$ cat config.mk
export PLATFORM = sky130hd
export DESIGN_NAME = cnn_ahb_regs_flat
export DESIGN_NICKNAME = d
export VERILOG_FILES = /design/src/common/ahb_pkg.sv /design/src/common/cnn_pkg.sv /design/src/common/cnn_cfg_if.sv /design/src/ahb_regs/cnn_ahb_regs.sv /design/src/flat_wrapper.sv
export VERILOG_INCLUDE_DIRS = /design/src /design/src/common
export SDC_FILE = /design/constraint.sdc
export NUM_CORES = 1
export LEC_CHECK = 0
export BUFFER_PORTS_ARGS = -buffer_cell sky130_fd_sc_hd__buf_2
export CORE_ASPECT_RATIO = 0.6
export CORE_UTILIZATION = 35
export CTS_CLUSTER_DIAMETER = 200
export CTS_CLUSTER_SIZE = 16
export DETAILED_ROUTE_END_ITERATION = 10
export GPL_TIMING_DRIVEN = 0
export PLACE_DENSITY = 0.76
export SYNTH_ARGS = -nofsm -noshare
export SYNTH_HDL_FRONTEND = slang
export SYNTH_SLANG_ARGS = --single-unit
export TNS_END_PERCENT = 50
$ cat constraint.sdc
create_clock -name HCLK -period 2.1 [get_ports HCLK]
set_clock_uncertainty 0.15 [all_clocks]
set_input_delay 0.105 -clock HCLK [delete_from_list [all_inputs] [get_ports HCLK]]
set_output_delay 0.105 -clock HCLK [all_outputs]
set_load 0.1 [all_outputs]
$ cat src/common/cnn_defines.svh
`ifndef CNN_DEFINES_SVH
`define CNN_DEFINES_SVH

// --------------------
// Datapath widths
// --------------------
`define CNN_PIX_W      8     // Pixel and weight bits
`define CNN_TAPS       9     // 3x3 window
`define CNN_N_KERN     4     // Output channels
`define CNN_PARAM_W    16    // Scale and bias bits

// --------------------
// Image geometry
// --------------------
`define CNN_MAX_DIM    16    // Largest width or height
`define CNN_DIM_W      5     // Row and column index bits
`define CNN_IMG_DEPTH  256   // Image buffer words
`define CNN_IMG_AW     8     // Image buffer address bits
`define CNN_DELAY_W    12    // Start-up and hsync counters

// --------------------
// AHB address fields
// --------------------
`define CNN_REG_LSB    2     // Register index at HADDR[5:2]
`define CNN_REG_W      4
`define CNN_IDX_LSB    6     // Element index at HADDR[13:6]

// Window stage plus four kernel stages
`define CNN_PIPE_LAT   5

`endif

$ cat src/common/ahb_pkg.sv
`default_nettype none

// AHB-Lite bus encodings seen by the slave port
package ahb_pkg;

	// HTRANS
	typedef enum logic [1:0] {
		IDLE   = 2'b00,
		BUSY   = 2'b01,
		NONSEQ = 2'b10,
		SEQ    = 2'b11
	} htrans_e;

	// HRESP, slave never errors
	typedef enum logic [1:0] {
		OKAY   = 2'b00
	} hresp_e;

endpackage

`default_nettype wire

$ cat src/common/cnn_pkg.sv
`default_nettype none

`include "cnn_defines.svh"

// Register map and config word layouts
package cnn_pkg;

	// Word index at HADDR[5:2]
	typedef enum logic [`CNN_REG_W-1:0] {
		REG_DIMS       = 4'd0,
		REG_DELAYS     = 4'd1,
		REG_LAYER_CFG  = 4'd2,
		REG_PIXEL      = 4'd3,  // Indexed by pixel
		REG_WEIGHT     = 4'd4,  // Kernel * 9 + tap
		REG_SCALE_BIAS = 4'd5,  // Indexed by kernel
		REG_START      = 4'd6,
		REG_DONE       = 4'd7
	} reg_sel_e;

	typedef struct packed {
		logic [16-`CNN_DIM_W-1:0] rsvd_hi;
		logic [`CNN_DIM_W-1:0]    height;   // 20:16
		logic [16-`CNN_DIM_W-1:0] rsvd_lo;
		logic [`CNN_DIM_W-1:0]    width;    // 4:0
	} dims_t;

	typedef struct packed {
		logic [32-2*`CNN_DELAY_W-1:0] rsvd;
		logic [`CNN_DELAY_W-1:0]      hsync;     // 23:12
		logic [`CNN_DELAY_W-1:0]      start_up;  // 11:0
	} delays_t;

	typedef struct packed {
		logic [22:0] rsvd;
		logic [2:0]  act_shift;   // 8:6
		logic [4:0]  bias_shift;  // 5:1
		logic        act_type;    // 0 ReLU, 1 linear
	} layer_cfg_t;

	typedef struct packed {
		logic signed [`CNN_PARAM_W-1:0] bias;
		logic [`CNN_PARAM_W-1:0]        scale;
	} coef_t;

	// One bus word, decoded per selected register
	typedef union packed {
		logic [31:0] raw;
		dims_t       dims;
		delays_t     delays;
		layer_cfg_t  cfg;
		coef_t       coef;
	} reg_word_u;

endpackage

`default_nettype wire

$ cat src/common/cnn_cfg_if.sv
`timescale 1ns/1ps
`default_nettype none

`include "cnn_defines.svh"

// Layer config and run control from the register block
interface cnn_cfg_if;
	logic [`CNN_DIM_W-1:0]   width;
	logic [`CNN_DIM_W-1:0]   height;
	logic [`CNN_DELAY_W-1:0] start_up;
	logic [`CNN_DELAY_W-1:0] hsync;
	logic                    act_type;
	logic [4:0]              bias_shift;
	logic [2:0]              act_shift;
	logic                    start;   // One-cycle run request
	logic                    done;    // One-cycle end of frame

	modport regs (output width, height, start_up, hsync, act_type, bias_shift,
		act_shift, start, input done);
	modport ctrl (input width, height, start_up, hsync, start, output done);
	modport kern (input act_type, bias_shift, act_shift);
endinterface

`default_nettype wire

$ cat src/ahb_regs/cnn_ahb_regs.sv
`timescale 1ns/1ps
`default_nettype none

`include "cnn_defines.svh"

module cnn_ahb_regs
	import ahb_pkg::*;
	import cnn_pkg::*;
(
	input  logic                   HCLK,
	input  logic                   HRESETn,
	input  logic                   HSEL_i,
	input  logic                   HREADY_i,
	input  htrans_e                HTRANS_i,
	input  logic [31:0]            HADDR_i,
	input  logic                   HWRITE_i,
	input  logic [31:0]            HWDATA_i,
	output logic                   HREADYOUT_o,
	output hresp_e                 HRESP_o,
	output logic [31:0]            HRDATA_o,
	cnn_cfg_if.regs                cfg,
	// Memory write strobes, valid in the data phase
	output logic                   pix_we_o,
	output logic                   weight_we_o,
	output logic                   coef_we_o,
	output logic [`CNN_IMG_AW-1:0] mem_idx_o,
	output logic [31:0]            mem_data_o
);
	reg_sel_e               sel_q;   // Latched in address phase
	logic                   wr_q;
	logic [`CNN_IMG_AW-1:0] idx_q;
	logic                   addr_ok;
	logic                   wr_en;
	reg_word_u              wd;      // Write data view
	reg_word_u              rd;      // Readback view
	logic [`CNN_DIM_W-1:0]   width_q, height_q;
	logic [`CNN_DELAY_W-1:0] start_up_q, hsync_q;
	logic                    act_type_q;
	logic [4:0]              bias_shift_q;
	logic [2:0]              act_shift_q;
	logic                    start_q;
	logic                    done_flag_q;

	assign addr_ok = HSEL_i && HREADY_i && (HTRANS_i == NONSEQ || HTRANS_i == SEQ);
	assign wr_en   = wr_q;
	assign wd.raw  = HWDATA_i;

	// --------------------
	// Address phase
	// --------------------
	always_ff @(posedge HCLK or negedge HRESETn) begin
		if (!HRESETn) begin
			sel_q <= REG_DIMS;
			wr_q  <= 1'b0;
			idx_q <= '0;
		end else if (addr_ok) begin
			sel_q <= reg_sel_e'(HADDR_i[`CNN_REG_LSB +: `CNN_REG_W]);
			wr_q  <= HWRITE_i;
			idx_q <= HADDR_i[`CNN_IDX_LSB +: `CNN_IMG_AW];
		end else begin
			wr_q  <= 1'b0;  // Idle or busy slot
		end
	end

	// --------------------
	// Data phase
	// --------------------
	always_ff @(posedge HCLK or negedge HRESETn) begin
		if (!HRESETn) begin
			width_q      <= `CNN_DIM_W'(8);
			height_q     <= `CNN_DIM_W'(8);
			start_up_q   <= `CNN_DELAY_W'(16);
			hsync_q      <= `CNN_DELAY_W'(4);
			act_type_q   <= 1'b0;  // ReLU
			bias_shift_q <= 5'd9;
			act_shift_q  <= 3'd7;
			start_q      <= 1'b0;
			done_flag_q  <= 1'b0;
		end else begin
			start_q <= wr_en && sel_q == REG_START && wd.raw[0];
			if (wr_en) begin
				case (sel_q)
					REG_DIMS: begin
						width_q  <= wd.dims.width;
						height_q <= wd.dims.height;
					end
					REG_DELAYS: begin
						start_up_q <= wd.delays.start_up;
						hsync_q    <= wd.delays.hsync;
					end
					REG_LAYER_CFG: begin
						act_type_q   <= wd.cfg.act_type;
						bias_shift_q <= wd.cfg.bias_shift;
						act_shift_q  <= wd.cfg.act_shift;
					end
					default: ;
				endcase
			end
			// Frame end sets the flag, writing 1 clears it
			if (cfg.done)
				done_flag_q <= 1'b1;
			else if (wr_en && sel_q == REG_DONE && wd.raw[0])
				done_flag_q <= 1'b0;
		end
	end

	assign pix_we_o    = wr_en && sel_q == REG_PIXEL;
	assign weight_we_o = wr_en && sel_q == REG_WEIGHT;
	assign coef_we_o   = wr_en && sel_q == REG_SCALE_BIAS;
	assign mem_idx_o   = idx_q;
	assign mem_data_o  = HWDATA_i;

	// Readback, reserved bits stay 0
	always_comb begin
		rd = '0;
		case (sel_q)
			REG_DIMS: begin
				rd.dims.width  = width_q;
				rd.dims.height = height_q;
			end
			REG_DELAYS: begin
				rd.delays.start_up = start_up_q;
				rd.delays.hsync    = hsync_q;
			end
			REG_LAYER_CFG: begin
				rd.cfg.act_type   = act_type_q;
				rd.cfg.bias_shift = bias_shift_q;
				rd.cfg.act_shift  = act_shift_q;
			end
			REG_DONE: rd.raw[0] = done_flag_q;
			default: ;  // Indexed and start read 0
		endcase
	end

	assign HRDATA_o    = rd.raw;
	assign HREADYOUT_o = 1'b1;
	assign HRESP_o     = OKAY;

	assign cfg.width      = width_q;
	assign cfg.height     = height_q;
	assign cfg.start_up   = start_up_q;
	assign cfg.hsync      = hsync_q;
	assign cfg.act_type   = act_type_q;
	assign cfg.bias_shift = bias_shift_q;
	assign cfg.act_shift  = act_shift_q;
	assign cfg.start      = start_q;
endmodule

`default_nettype wire

$ cat src/flat_wrapper.sv
// flat-port wrapper written by rule: the top's interface ports become plain ports
module cnn_ahb_regs_flat import ahb_pkg::*; import cnn_pkg::*;
  (HCLK, HRESETn, HSEL_i, HREADY_i, HTRANS_i, HADDR_i, HWRITE_i, HWDATA_i, HREADYOUT_o, HRESP_o, HRDATA_o, pix_we_o, weight_we_o, coef_we_o, mem_idx_o, mem_data_o, cfg_width, cfg_height, cfg_start_up, cfg_hsync, cfg_act_type, cfg_bias_shift, cfg_act_shift, cfg_start, cfg_done);
  cnn_cfg_if cfg_i ();
  input  logic HCLK;
  input  logic HRESETn;
  input  logic HSEL_i;
  input  logic HREADY_i;
  input  htrans_e HTRANS_i;
  input  logic [31:0] HADDR_i;
  input  logic HWRITE_i;
  input  logic [31:0] HWDATA_i;
  output logic HREADYOUT_o;
  output hresp_e HRESP_o;
  output logic [31:0] HRDATA_o;
  output logic pix_we_o;
  output logic weight_we_o;
  output logic coef_we_o;
  output logic [`CNN_IMG_AW-1:0] mem_idx_o;
  output logic [31:0] mem_data_o;
  output wire logic [$bits(cfg_i.width)-1:0] cfg_width;
  output wire logic [$bits(cfg_i.height)-1:0] cfg_height;
  output wire logic [$bits(cfg_i.start_up)-1:0] cfg_start_up;
  output wire logic [$bits(cfg_i.hsync)-1:0] cfg_hsync;
  output wire logic [$bits(cfg_i.act_type)-1:0] cfg_act_type;
  output wire logic [$bits(cfg_i.bias_shift)-1:0] cfg_bias_shift;
  output wire logic [$bits(cfg_i.act_shift)-1:0] cfg_act_shift;
  output wire logic [$bits(cfg_i.start)-1:0] cfg_start;
  input wire logic [$bits(cfg_i.done)-1:0] cfg_done;
  assign cfg_width = cfg_i.width;
  assign cfg_height = cfg_i.height;
  assign cfg_start_up = cfg_i.start_up;
  assign cfg_hsync = cfg_i.hsync;
  assign cfg_act_type = cfg_i.act_type;
  assign cfg_bias_shift = cfg_i.bias_shift;
  assign cfg_act_shift = cfg_i.act_shift;
  assign cfg_start = cfg_i.start;
  assign cfg_i.done = cfg_done;
  cnn_ahb_regs u_core (.HCLK(HCLK), .HRESETn(HRESETn), .HSEL_i(HSEL_i), .HREADY_i(HREADY_i), .HTRANS_i(HTRANS_i), .HADDR_i(HADDR_i), .HWRITE_i(HWRITE_i), .HWDATA_i(HWDATA_i), .HREADYOUT_o(HREADYOUT_o), .HRESP_o(HRESP_o), .HRDATA_o(HRDATA_o), .cfg(cfg_i), .pix_we_o(pix_we_o), .weight_we_o(weight_we_o), .coef_we_o(coef_we_o), .mem_idx_o(mem_idx_o), .mem_data_o(mem_data_o));
endmodule
# Word level (Yosys, flattened, before mapping)
# Index checks and enable logic that the tools add are counted.
# word_totals
output_inout_bits	122
regBits	58
wordCells	45
# classes
n_reduce_logical	15
n_eq_ne	9
muxes	9
# ops
op	count
== test 4 x 3 -> 1 bit (second input constant)	4
case mux 4 bit (3 select lines)	1
case mux 5 bit (2 select lines)	1
logical AND 1 bit	9
== test 4 x 2 -> 1 bit (second input constant)	2
case mux 4 bit (2 select lines)	1
2-to-1 mux 7 bit	1
AND reduction 2 bit	3
== test 2 bit (second input constant)	2
== test 4 x 1 -> 1 bit (second input constant)	1
zero test 4 bit	1
case mux 1 bit (4 select lines)	1
2-to-1 mux 1 bit	3
2-to-1 mux 3 bit	1
nonzero test 2 bit	1
logical OR 1 bit	1

# Longest topological paths before layout
# Gate-level depths: netlist of the first run.
# depth
ltp_word	5
mapped_depth	5

# Worst setup path after synthesis of the first run
# OpenSTA, ideal clock, no wires.
# synth_timing
path_kind	register to output
start	register u_core.act_type_q (netlist: u_core.cfg.act_type)
end	output port HRDATA_o[0]
path_stages_with_launch	4
arrival_ps	3516
setup_slack_ps	-1671
path_cell_list	dfrtp_1 -> nor3b_1 -> a31oi_1 -> o32ai_1
# synth_between
elab_chain_len	1
# synth_lines
item	line	rtl
from (decl)	cnn_ahb_regs.sv:38	logic act_type_q;
from (signal assigned)	cnn_ahb_regs.sv:92	act_type_q <= wd.cfg.act_type;
case mux 1 bit (4 select lines)	cnn_ahb_regs.sv:116	case (sel_q)
to (decl)	flat_wrapper.sv:15	output logic [31:0] HRDATA_o;
# No other way between the ends.

# Worst setup path in the final report of the first run
# layout_timing
start	register u_core.sel_q[2]
end	register u_core.width_q[0] (netlist: u_core.cfg.width[0])
# layout_between
elab_chain_len	2
# layout_lines
item	line	rtl
from (decl)	cnn_ahb_regs.sv:29	reg_sel_e sel_q;
from (signal assigned)	cnn_ahb_regs.sv:57	sel_q <= reg_sel_e'(HADDR_i[`CNN_REG_LSB +: `CNN_REG_W]);
zero test 4 bit	cnn_ahb_regs.sv:82	case (sel_q)
AND reduction 2 bit (no line)	n/a	
to (signal assigned)	cnn_ahb_regs.sv:70	width_q <= `CNN_DIM_W'(8);
to (signal assigned)	cnn_ahb_regs.sv:84	width_q <= wd.dims.width;
to (decl)	cnn_ahb_regs.sv:36	logic [`CNN_DIM_W-1:0] width_q, height_q;
# No other way between the ends.
# A chain may end at the register's enable or synchronous reset.

==> results.sh, run 1 <==
export IMPL_timing_critical_path_from="u_core.sel_q[2]"
export IMPL_worstSetupPathType="reg -> reg"
export IMPL_cts_made_buffers=9
export IMPL_leakage_nw=2.45
export IMPL_port_buffers=153
export IMPL_grt_max_degree=59
export IMPL_clock_path_buffers=2
export IMPL_dieWidth_um=120
export IMPL_antenna_left=0
export IMPL_vdd_ir_drop_max_v=0.000898
export IMPL_root_buffer="clkbuf_16"
export IMPL_overflow=0
export IMPL_yosysWarnings=0
export IMPL_synth_seq_area_share_pct=49.9
export IMPL_drive_gt1_share_pct=70.5
export IMPL_netlist_area_mm2=0.00293
export IMPL_hold_path_class="in -> reg"
export IMPL_rsz0062_at_grt="false"
export IMPL_worstPathArrival_ns=2.10
export IMPL_slowest_stage="dfrtp_2"
export IMPL_path_common_cell="buf_6"
export IMPL_dp_hpwl_mm=5.63
export IMPL_layout_commonest_cell="buf_2"
export IMPL_start_util_pct=36.6
export IMPL_worstPathRequired_ns=2.15
export IMPL_min_from="HREADY_i"
export IMPL_insertedDiodeCount=0
export IMPL_die_h_um=72.9
export IMPL_min_period_ns=2.05
export IMPL_power_density_mw_per_mm2=1400
export IMPL_cp_max_fo=10
export IMPL_vias=2631
export IMPL_grtUsageTotal_pct=20.8
export IMPL_final_cell_mix="buf_2, buf_4, mux2_2"
export IMPL_grt_pass1_wl_mm=13.5
export IMPL_row_count=25
export IMPL_num_nets_final=528
export IMPL_setup_violations=0
export IMPL_synthCells=239
export IMPL_hold_end="u_core.mem_idx_o[7]"
export IMPL_ctsHtreeMaxLevel=3
export IMPL_die_area_mm2=0.00876
export IMPL_synth_top_area_cell="dfrtp_1"
export IMPL_period_share_pct=97.5
export IMPL_dr_first_iter_drc_count=78
export IMPL_worstSetupEndpointType="flip-flop"
export IMPL_synth_top_cell_area_share_pct=41.8
export IMPL_first_pass_iters=4
export IMPL_max_slew_margin_pct=50.0
export IMPL_vias_per_cell=4.62
export IMPL_min_path_cells=3
export IMPL_post_route_drc_count=0
export IMPL_yosys_top_cells_area="dfrtp_1, mux2_2, buf_4, dfstp_2, mux2_4"
export IMPL_core_mm2=0.00801
export IMPL_slowest_delay_ns=0.44
export IMPL_worstMarginPinSlew_ns=0.750
export IMPL_fill_cells=627
export IMPL_r2r_slack_ns=0.05
export IMPL_finalHoldViolations=0
export IMPL_detail_route_wl_per_cell_um=15.2
export IMPL_io_pins=194
export IMPL_finalPower_mw=6.87
export IMPL_reg2regPathDepth=5
export IMPL_clkLatencyLatePin_ns=0.32
export IMPL_crit_reg2reg_capture="u_core.cfg.width[0]"
export IMPL_outcome="complete, no violations"
export IMPL_maxCapViolCount=0
export IMPL_timing_final_max_slew_violations=0
export IMPL_path_cells="or2_1 > buf_6 > or4_4 > buf_6 > mux2_4"
export IMPL_cts_sink_count=58
export IMPL_final_seq_area_mm2=0.00147
export IMPL_clkTransAtPathRegs_ns=0.05
export IMPL_multi_input_area_mm2=0.00125
export IMPL_routabilityCongestion=0.741
export IMPL_grt_pass1_vias=2588
export IMPL_rr_startpoint="u_core.sel_q[2]"
export IMPL_finalWirelength_mm=8.68
export IMPL_ys_seq_elements=58
export IMPL_fmax_ghz=0.488
export IMPL_syn_area_per_cell_um2=12.3
export IMPL_synthToLayoutAreaGrowth_pct=67.5
export IMPL_synth_cell_types=29
export IMPL_worstSetupStartpointType="flip-flop"
export IMPL_cts_tree="yes"
export IMPL_antenna_found_initial=0
export IMPL_final_setup_tns_ns=0
==> sequential cells by signal (all words and copies together), names as in the netlist <==
| register | count |
|---|---|
| u_core.cfg.width | 5 |
| u_core.wr_en | 1 |
| u_core.mem_idx_o | 8 |
| u_core.cfg.act_shift | 3 |
| u_core.cfg.start | 1 |
| u_core.sel_q | 4 |
| u_core.cfg.bias_shift | 5 |
| u_core.cfg.hsync | 12 |
| u_core.cfg.act_type | 1 |
| u_core.cfg.height | 5 |
| u_core.done_flag_q | 1 |
| u_core.cfg.start_up | 12 |
==> layer usage <==
layer,global-route usage (%),up-vias,routed length (um)
met3,7.73,5,676
met4,5.14,0,38
li1,-,1202,-
met5,0,-,0
met1,25.0,1298,3700
met2,35.4,126,4260
==> what timing repair did <==
action                                  in CTS  in global routing
resized for setup                           50                 12
buffers inserted                             2                  3
hold buffers                                39                  0
endpoints found under the setup margin      51                 31
hold endpoints to repair                   107                  0
==> cells in the mapped netlist <==
cell type,n
a21oi_1,4
a22oi_1,4
a31oi_1,1
and3_1,10
buf_1,2
buf_2,4
buf_4,43
buf_6,2
clkbuf_1,2
conb_1,2
dfrtp_1,49
dfstp_2,9
inv_1,3
mux2_2,49
mux2_4,10
mux2i_1,6
nand2_1,11
nand2b_1,1
nand3_1,3
nand3b_1,1
nand4b_1,1
nor2_1,12
nor2b_1,2
nor3_1,3
nor3b_1,1
o21ai_0,1
o32ai_1,1
or2_1,1
or4_4,1
==> worst max-delay path: cells and delay by family, from the launching register on <==
kind                   cells  cell delay [ns]
and+or+nand+nor            2             0.66
DFF                        1             0.44
buffers and inverters      2             0.36
muxes                      1             0.30
==> through the flow <==
stage / util (%) / hold WS [ns] / std cells / setup slack, ns / instance area [um^2]
2_1_floorplan: - / -0.341 / 248 / -0.227 / 3090
3_3_place_gp: 49.8 / 0.155 / 509 / -0.344 / 3990
3_5_place_dp: 49.8 / 0.162 / 509 / -0.340 / 3990
4_1_cts: 60.6 / 0.0990 / 566 / -0.0545 / 4850
5_1_grt: 61.4 / 0.124 / 569 / 0.00165 / 4910
6_report: 61.4 / 0.109 / 569 / 0.0515 / 4910
==> logic make-up (layout without fill, tap and decap cells) <==
| kind of cell | count (synthesis) | in the layout | share of synthesized area, % |
|---|---|---|---|
| buf+inv | 56 | 269 | 13.4 |
| flops | 58 | 58 | 49.9 |
| mux | 65 | 65 | 26.0 |
| simple gates | 47 | 47 | 8.15 |
| compound gates | 11 | 11 | 2.39 |
| other cells | 2 | 11 | 0.256 |
==> worst max path at each step <==
| stage | to | slack (ns) | depth (start not counted) |
|---|---|---|---|
| after floorplan | HRDATA_o[0] | -0.23 | 3 |
| after global placement | u_core.cfg.start_up[7] | -0.34 | 4 |
| after detailed placement | u_core.cfg.start_up[11] | -0.34 | 4 |
| after CTS | HRDATA_o[0] | -0.05 | 5 |
| after global routing | HRDATA_o[3] | 0.002 | 6 |
| final | u_core.cfg.width[0] | 0.05 | 5 |
==> layout make-up <==
class | instances | area share [%]
Timing Repair Buffer | 197 | 27.1
Sequential cell | 58 | 30.0
Inverter | 3 | 0.306
Tap cell | 108 | 2.75
Clock buffer | 14 | 5.58
Clock inverter | 2 | 0.713
Multi-Input combinational cell | 134 | 25.5
Buffer | 53 | 8.05
==> where the power goes <==
part | switching (mW) | leakage [nW] | internal (mW) | total, mW
clock | 0.474 | 0.153 | 1.01 | 1.49
combinational | 2.98 | 1.64 | 0.785 | 3.77
sequential | 0.202 | 0.660 | 1.41 | 1.61
(Power assumes the default switching activity.)
==> run 2: changes to the inputs <==
--- a/config.mk
+++ b/config.mk
@@ -13,7 +13,7 @@
 export CTS_CLUSTER_SIZE = 16
 export DETAILED_ROUTE_END_ITERATION = 10
 export GPL_TIMING_DRIVEN = 0
-export PLACE_DENSITY = 0.76
+export PLACE_DENSITY = 0.69
 export SYNTH_ARGS = -nofsm -noshare
 export SYNTH_HDL_FRONTEND = slang
 export SYNTH_SLANG_ARGS = --single-unit
==> constraint.sdc (replaced) <==
create_clock -name HCLK -period 2.4 [get_ports HCLK]
set_clock_uncertainty 0.15 [all_clocks]
set_input_delay 0.12 -clock HCLK [delete_from_list [all_inputs] [get_ports HCLK]]
set_output_delay 0.12 -clock HCLK [all_outputs]
set_load 0.1 [all_outputs]
==> run 2 against run 1 <==
Effect of this change: largest cell class unchanged; critical path depth is 1 lower; critical path type is now reg -> out; via count is 4.6% lower; utilization is 3.4 points lower; hold slack worse by 0.00099 ns.
==> results.sh, run 2 (synthesis gave the netlist of run 1 again) <==
export IMPL_overflow=0
export IMPL_min_period_ns=2.26
export IMPL_port_buffers=153
export IMPL_core_mm2=0.00801
export IMPL_reg2regPathDepth=4
export IMPL_finalWirelength_mm=8.09
export IMPL_row_count=25
export IMPL_timing_final_max_slew_violations=0
export IMPL_crit_end="HRDATA_o[0]"
export IMPL_worstSetupEndpointType="output pin"
export IMPL_r2r_slack_ns=0.25
export IMPL_max_slew_margin_pct=50.7
export IMPL_crit_buf_inv=2
export IMPL_cts_tree="yes"
export IMPL_finalPower_mw=5.77
export IMPL_path_depth=4
export IMPL_dieWidth_um=120
export IMPL_vdd_ir_drop_max_v=0.000699
export IMPL_clkTransAtPathRegs_ns=0.05
export IMPL_dp_hpwl_mm=5.42
export IMPL_first_pass_iters=4
export IMPL_cts_made_buffers=9
export IMPL_io_pins=194
export IMPL_fin_area_mm2=0.00464
export IMPL_busiest_layer="met2"
export IMPL_antenna_found_initial=0
export IMPL_min_path_cells=3
export IMPL_worstPathRequired_ns=2.13
export IMPL_die_area_mm2=0.00876
export IMPL_slowest_delay_ns=0.46
export IMPL_whs_ns=0.108
export IMPL_setup_violations=0
export IMPL_finalHoldViolations=0
export IMPL_clock_path_buffers=2
export IMPL_die_h_um=72.9
export IMPL_worstSetupPathType="reg -> out"
export IMPL_post_cts_setup_buffers=0
export IMPL_crit_reg2reg_capture="u_core.cfg.start_up[10]"
export IMPL_grt_pass1_wl_mm=12.4
export IMPL_worstMarginPinSlew_ns=0.739
export IMPL_fmax_ghz=0.443
export IMPL_final_cell_mix="buf_2, buf_4, mux2_2, dfrtp_1, dlygate4sd3_1"
export IMPL_path_cells="inv_1 > nand2_1 > o32ai_2 > buf_2"
export IMPL_grt_use_met1_pct=24.1
export IMPL_clkLatencyLatePin_ns=0.33
export IMPL_cp_max_fo=8
export IMPL_grt_use_met2_pct=30.8
export IMPL_fill_cells=688
export IMPL_start_util_pct=36.6
export IMPL_use_met3_pct=6.48
export IMPL_power_density_mw_per_mm2=1240
export IMPL_drive_gt1_share_pct=65.1
export IMPL_vias_per_cell=4.45
export IMPL_num_nets_final=523
export IMPL_worstPathArrival_ns=1.99
export IMPL_grtUsageTotal_pct=19.1
export IMPL_root_buffer="clkbuf_16"
export IMPL_cts_sink_count=58
export IMPL_grt_max_degree=59
export IMPL_maxCapViolCount=0
export IMPL_layout_commonest_cell="buf_2"
export IMPL_vias=2509
export IMPL_period_share_pct=94.0
export IMPL_routabilityCongestion=0.760
export IMPL_outcome="complete, no violations"
export IMPL_synthToLayoutAreaGrowth_pct=58.4
export IMPL_layout_cells_non_filler=564
export IMPL_slowest_stage="dfrtp_1"
export IMPL_place_area_mm2=0.00393
export IMPL_ctsHtreeMaxLevel=3
export IMPL_hold_path_class="in -> reg"
export IMPL_grt_pass1_vias=2450
export IMPL_placedCellCount=509
export IMPL_worstSetupStartpointType="flip-flop"
export IMPL_timing_critical_path_from="u_core.sel_q[1]"
export IMPL_rsz0062_at_grt="false"
export IMPL_leakage_nw=2.39
export IMPL_antenna_left=0
export IMPL_path_delay_family="buffers and inverters"
export IMPL_detail_route_wl_per_cell_um=14.3
export IMPL_post_route_drc_count=0
export IMPL_rr_startpoint="u_core.sel_q[1]"
export IMPL_insertedDiodeCount=0
export IMPL_dr_first_iter_drc_count=85
export IMPL_fin_util_pct=58.0
## run 2: cell types whose count changed in the layout (fill, tap and decap cells not counted), sizes merged
cell	delta
buf	-4
clkbuf	-5
clkinv	+3
inv	+1
## run 2: final cells by class
type | count | area (um^2) | area share [%]
Clock buffer | 10 | 229 | 4.93
Tap cell | 108 | 135 | 2.91
Timing Repair Buffer | 192 | 1190 | 25.5
Sequential cell | 58 | 1460 | 31.5
Multi-Input combinational cell | 134 | 1180 | 25.4
Buffer | 53 | 383 | 8.24
Clock inverter | 6 | 57.6 | 1.24
Inverter | 3 | 11.3 | 0.242
## run 2: metrics by stage
step / setup slack (ns) / setup TNS [ns]
after detailed placement: -0.0105 / -0.0477
after floorplan: -0.377 / -2.52
final: 0.144 / 0
after global routing: 0.00538 / 0
after global placement: 0.000884 / 0
after CTS: 0.0303 / 0
## run 2: worst register-to-register path: stages (launching register included)
cell and delay (ns):
dfrtp_1 0.46, nor2b_2 0.38, nand3_1 0.38, buf_2 0.35, mux2_2 0.31
## run 2: metal layers
metal,up-vias,routed length [um]
met5,-,0
met4,0,68
met3,10,603
met2,108,3760
met1,1194,3660
li1,1197,-
## run 2: worst min-delay path by stage
| stage | to | slack, ns | from |
|---|---|---|---|
| floorplan | u_core.cfg.act_type | -0.33 | HRESETn |
| global placement | u_core.done_flag_q | 0.17 | cfg_done |
| detailed placement | u_core.done_flag_q | 0.17 | cfg_done |
| CTS | u_core.sel_q[3] | 0.10 | HREADY_i |
| global route | u_core.sel_q[3] | 0.12 | HREADY_i |
| finish | u_core.sel_q[3] | 0.11 | HREADY_i |
## run 2: power breakdown
group | total [mW] | internal [mW] | leakage [nW] | switching (mW)
registers | 1.39 | 1.23 | 0.669 | 0.167
clock network | 1.23 | 0.794 | 0.142 | 0.436
logic | 3.15 | 0.600 | 1.58 | 2.55
total | 5.77 | 2.62 | 2.39 | 3.15
## run 2: what timing repair did
item | CTS | global route
hold buffers | 39 | 0
endpoints found under the setup margin | 37 | 11
gates resized for setup | 12 | 3
pin swaps | 0 | 0
hold endpoints to repair | 107 | 0
==> run 3: changes to the inputs <==
--- a/config.mk
+++ b/config.mk
@@ -13,7 +13,7 @@
 export CTS_CLUSTER_SIZE = 16
 export DETAILED_ROUTE_END_ITERATION = 10
 export GPL_TIMING_DRIVEN = 0
-export PLACE_DENSITY = 0.69
+export PLACE_DENSITY = 0.71
 export SYNTH_ARGS = -nofsm -noshare
 export SYNTH_HDL_FRONTEND = slang
 export SYNTH_SLANG_ARGS = --single-unit
==> run 3 against run 2 <==
Effect of this change: combinational power is essentially flat; routed wire length grew 3.0%; sequential share of layout area grew 0.051 points; first-iteration DRC count grew 27%; via count grew 2.0%; die area is the same; hold slack gained 0.034 ns; final cell count is the same.
==> results.sh, run 3 (synthesis gave the netlist of run 1 again) <==
export IMPL_cts_tree="yes"
export IMPL_maxCapViolCount=0
export IMPL_first_pass_iters=4
export IMPL_overflow=0
export IMPL_port_buffers=153
export IMPL_hold_end="u_core.mem_idx_o[7]"
export IMPL_root_buffer="clkbuf_16"
export IMPL_dr_first_iter_drc_count=108
export IMPL_final_seq_area_mm2=0.00146
export IMPL_grt_pass1_vias=2483
export IMPL_clkLatencyLatePin_ns=0.32
export IMPL_die_h_um=72.9
export IMPL_vias=2560
export IMPL_post_route_drc_count=0
export IMPL_finalPower_mw=5.75
export IMPL_row_count=25
export IMPL_worstPathRequired_ns=2.13
export IMPL_routabilityCongestion=0.761
export IMPL_r2r_slack_ns=0.24
export IMPL_rr_startpoint="u_core.sel_q[1]"
export IMPL_min_from="HREADY_i"
export IMPL_final_cell_mix="buf_2, buf_4, mux2_2, dfrtp_1, dlygate4sd3_1"
export IMPL_setup_violations=0
export IMPL_dieWidth_um=120
export IMPL_start_util_pct=36.6
export IMPL_rsz0062_at_grt="false"
export IMPL_grt_pass1_wl_mm=12.6
export IMPL_worstPathArrival_ns=1.99
export IMPL_final_setup_tns_ns=0
export IMPL_antenna_found_initial=0
export IMPL_cts_sink_count=58
export IMPL_grt_max_degree=59
export IMPL_vdd_ir_drop_max_v=0.000758
export IMPL_power_density_mw_per_mm2=1240
export IMPL_detail_route_wl_per_cell_um=14.8
export IMPL_min_path_cells=3
export IMPL_ctsHtreeMaxLevel=3
export IMPL_worstSetupStartpointType="flip-flop"
export IMPL_dp_hpwl_mm=5.47
export IMPL_num_nets_final=523
export IMPL_drive_gt1_share_pct=64.5
export IMPL_insertedDiodeCount=0
export IMPL_worstSetupEndpointType="output pin"
export IMPL_synthToLayoutAreaGrowth_pct=58.1
export IMPL_finalHoldViolations=0
export IMPL_antenna_left=0
export IMPL_reg2regPathDepth=4
export IMPL_worstMarginPinSlew_ns=0.744
export IMPL_cts_made_buffers=9
export IMPL_layout_commonest_cell="buf_2"
export IMPL_grtUsageTotal_pct=19.6
export IMPL_max_slew_margin_pct=50.4
export IMPL_timing_final_max_slew_violations=0
export IMPL_clkTransAtPathRegs_ns=0.05
export IMPL_fmax_ghz=0.442
export IMPL_period_share_pct=94.2
export IMPL_io_pins=194
export IMPL_core_mm2=0.00801
export IMPL_fill_cells=677
export IMPL_min_period_ns=2.26
export IMPL_clock_path_buffers=2
export IMPL_leakage_nw=2.39
export IMPL_outcome="complete, no violations"
export IMPL_worstSetupPathType="reg -> out"
export IMPL_vias_per_cell=4.54
export IMPL_die_area_mm2=0.00876
export IMPL_hold_path_class="in -> reg"
export IMPL_multi_input_area_mm2=0.00118
export IMPL_cp_max_fo=8
export IMPL_crit_reg2reg_capture="u_core.cfg.start_up[11]"
export IMPL_post_cts_setup_buffers=0
export IMPL_finalWirelength_mm=8.33
run 3: changes by cell type in the layout (fill, tap and decap cells not counted), sizes merged:
cell / previous run / this run
buf: 203 / 204
clkinv: 4 / 0
clkbuf: 13 / 18
bufinv: 1 / 0
clkinvlp: 1 / 0
run 3: worst max-delay path by stage:
stage,end,start
after floorplan,HRDATA_o[0],u_core.cfg.act_type
after global placement,u_core.cfg.hsync[5],u_core.sel_q[1]
after detailed placement,u_core.cfg.start_up[11],u_core.sel_q[1]
after CTS,HRDATA_o[13],u_core.sel_q[1]
after global routing,HRDATA_o[0],u_core.sel_q[0]
final,HRDATA_o[19],u_core.sel_q[1]
run 3: area by class of cell:
type	instances	share of cell area, %
Buffer	53	8.26
Timing Repair Buffer	192	25.5
Clock buffer	16	6.07
Tap cell	108	2.91
Inverter	3	0.243
Multi-Input combinational cell	134	25.4
Sequential cell	58	31.5
run 3: power breakdown:
| part | switching [mW] | leakage, nW | internal [mW] |
|---|---|---|---|
| sequential | 0.174 | 0.669 | 1.23 |
| clock | 0.408 | 0.137 | 0.783 |
| combinational | 2.56 | 1.58 | 0.600 |
| total | 3.14 | 2.39 | 2.61 |
run 3: per-layer routing:
metal,track usage [%],routed length (um),up-vias
li1,-,-,1198
met1,23.5,3750,1247
met2,32.8,3960,108
met3,6.88,544,7
met4,7.08,73,0
met5,0,0,-
run 3: repair_timing:
item	CTS	global route
gates resized for setup	12	2
endpoints found under the setup margin	41	10
gates cloned	0	0
hold buffers	39	0
hold endpoints to repair	107	0
run 3: per-stage QoR:
stage,instances,worst slack [ns],hold WS [ns],utilization (%),cell area [um^2]
6_report,564,0.140,0.142,57.9,4640
5_1_grt,564,0.00101,0.148,57.9,4640
4_1_cts,564,0.0367,0.134,57.9,4630
3_5_place_dp,509,-0.0833,0.171,49.1,3930
3_3_place_gp,509,-0.0401,0.164,49.1,3930
2_1_floorplan,248,-0.377,-0.326,-,3030
run 3: critical path, stage by stage (launching register included):
cell and delay (ns):
dfrtp_1 0.46, inv_1 0.31, nand2_1 0.27, nor2_1 0.18
buf_2 0.44
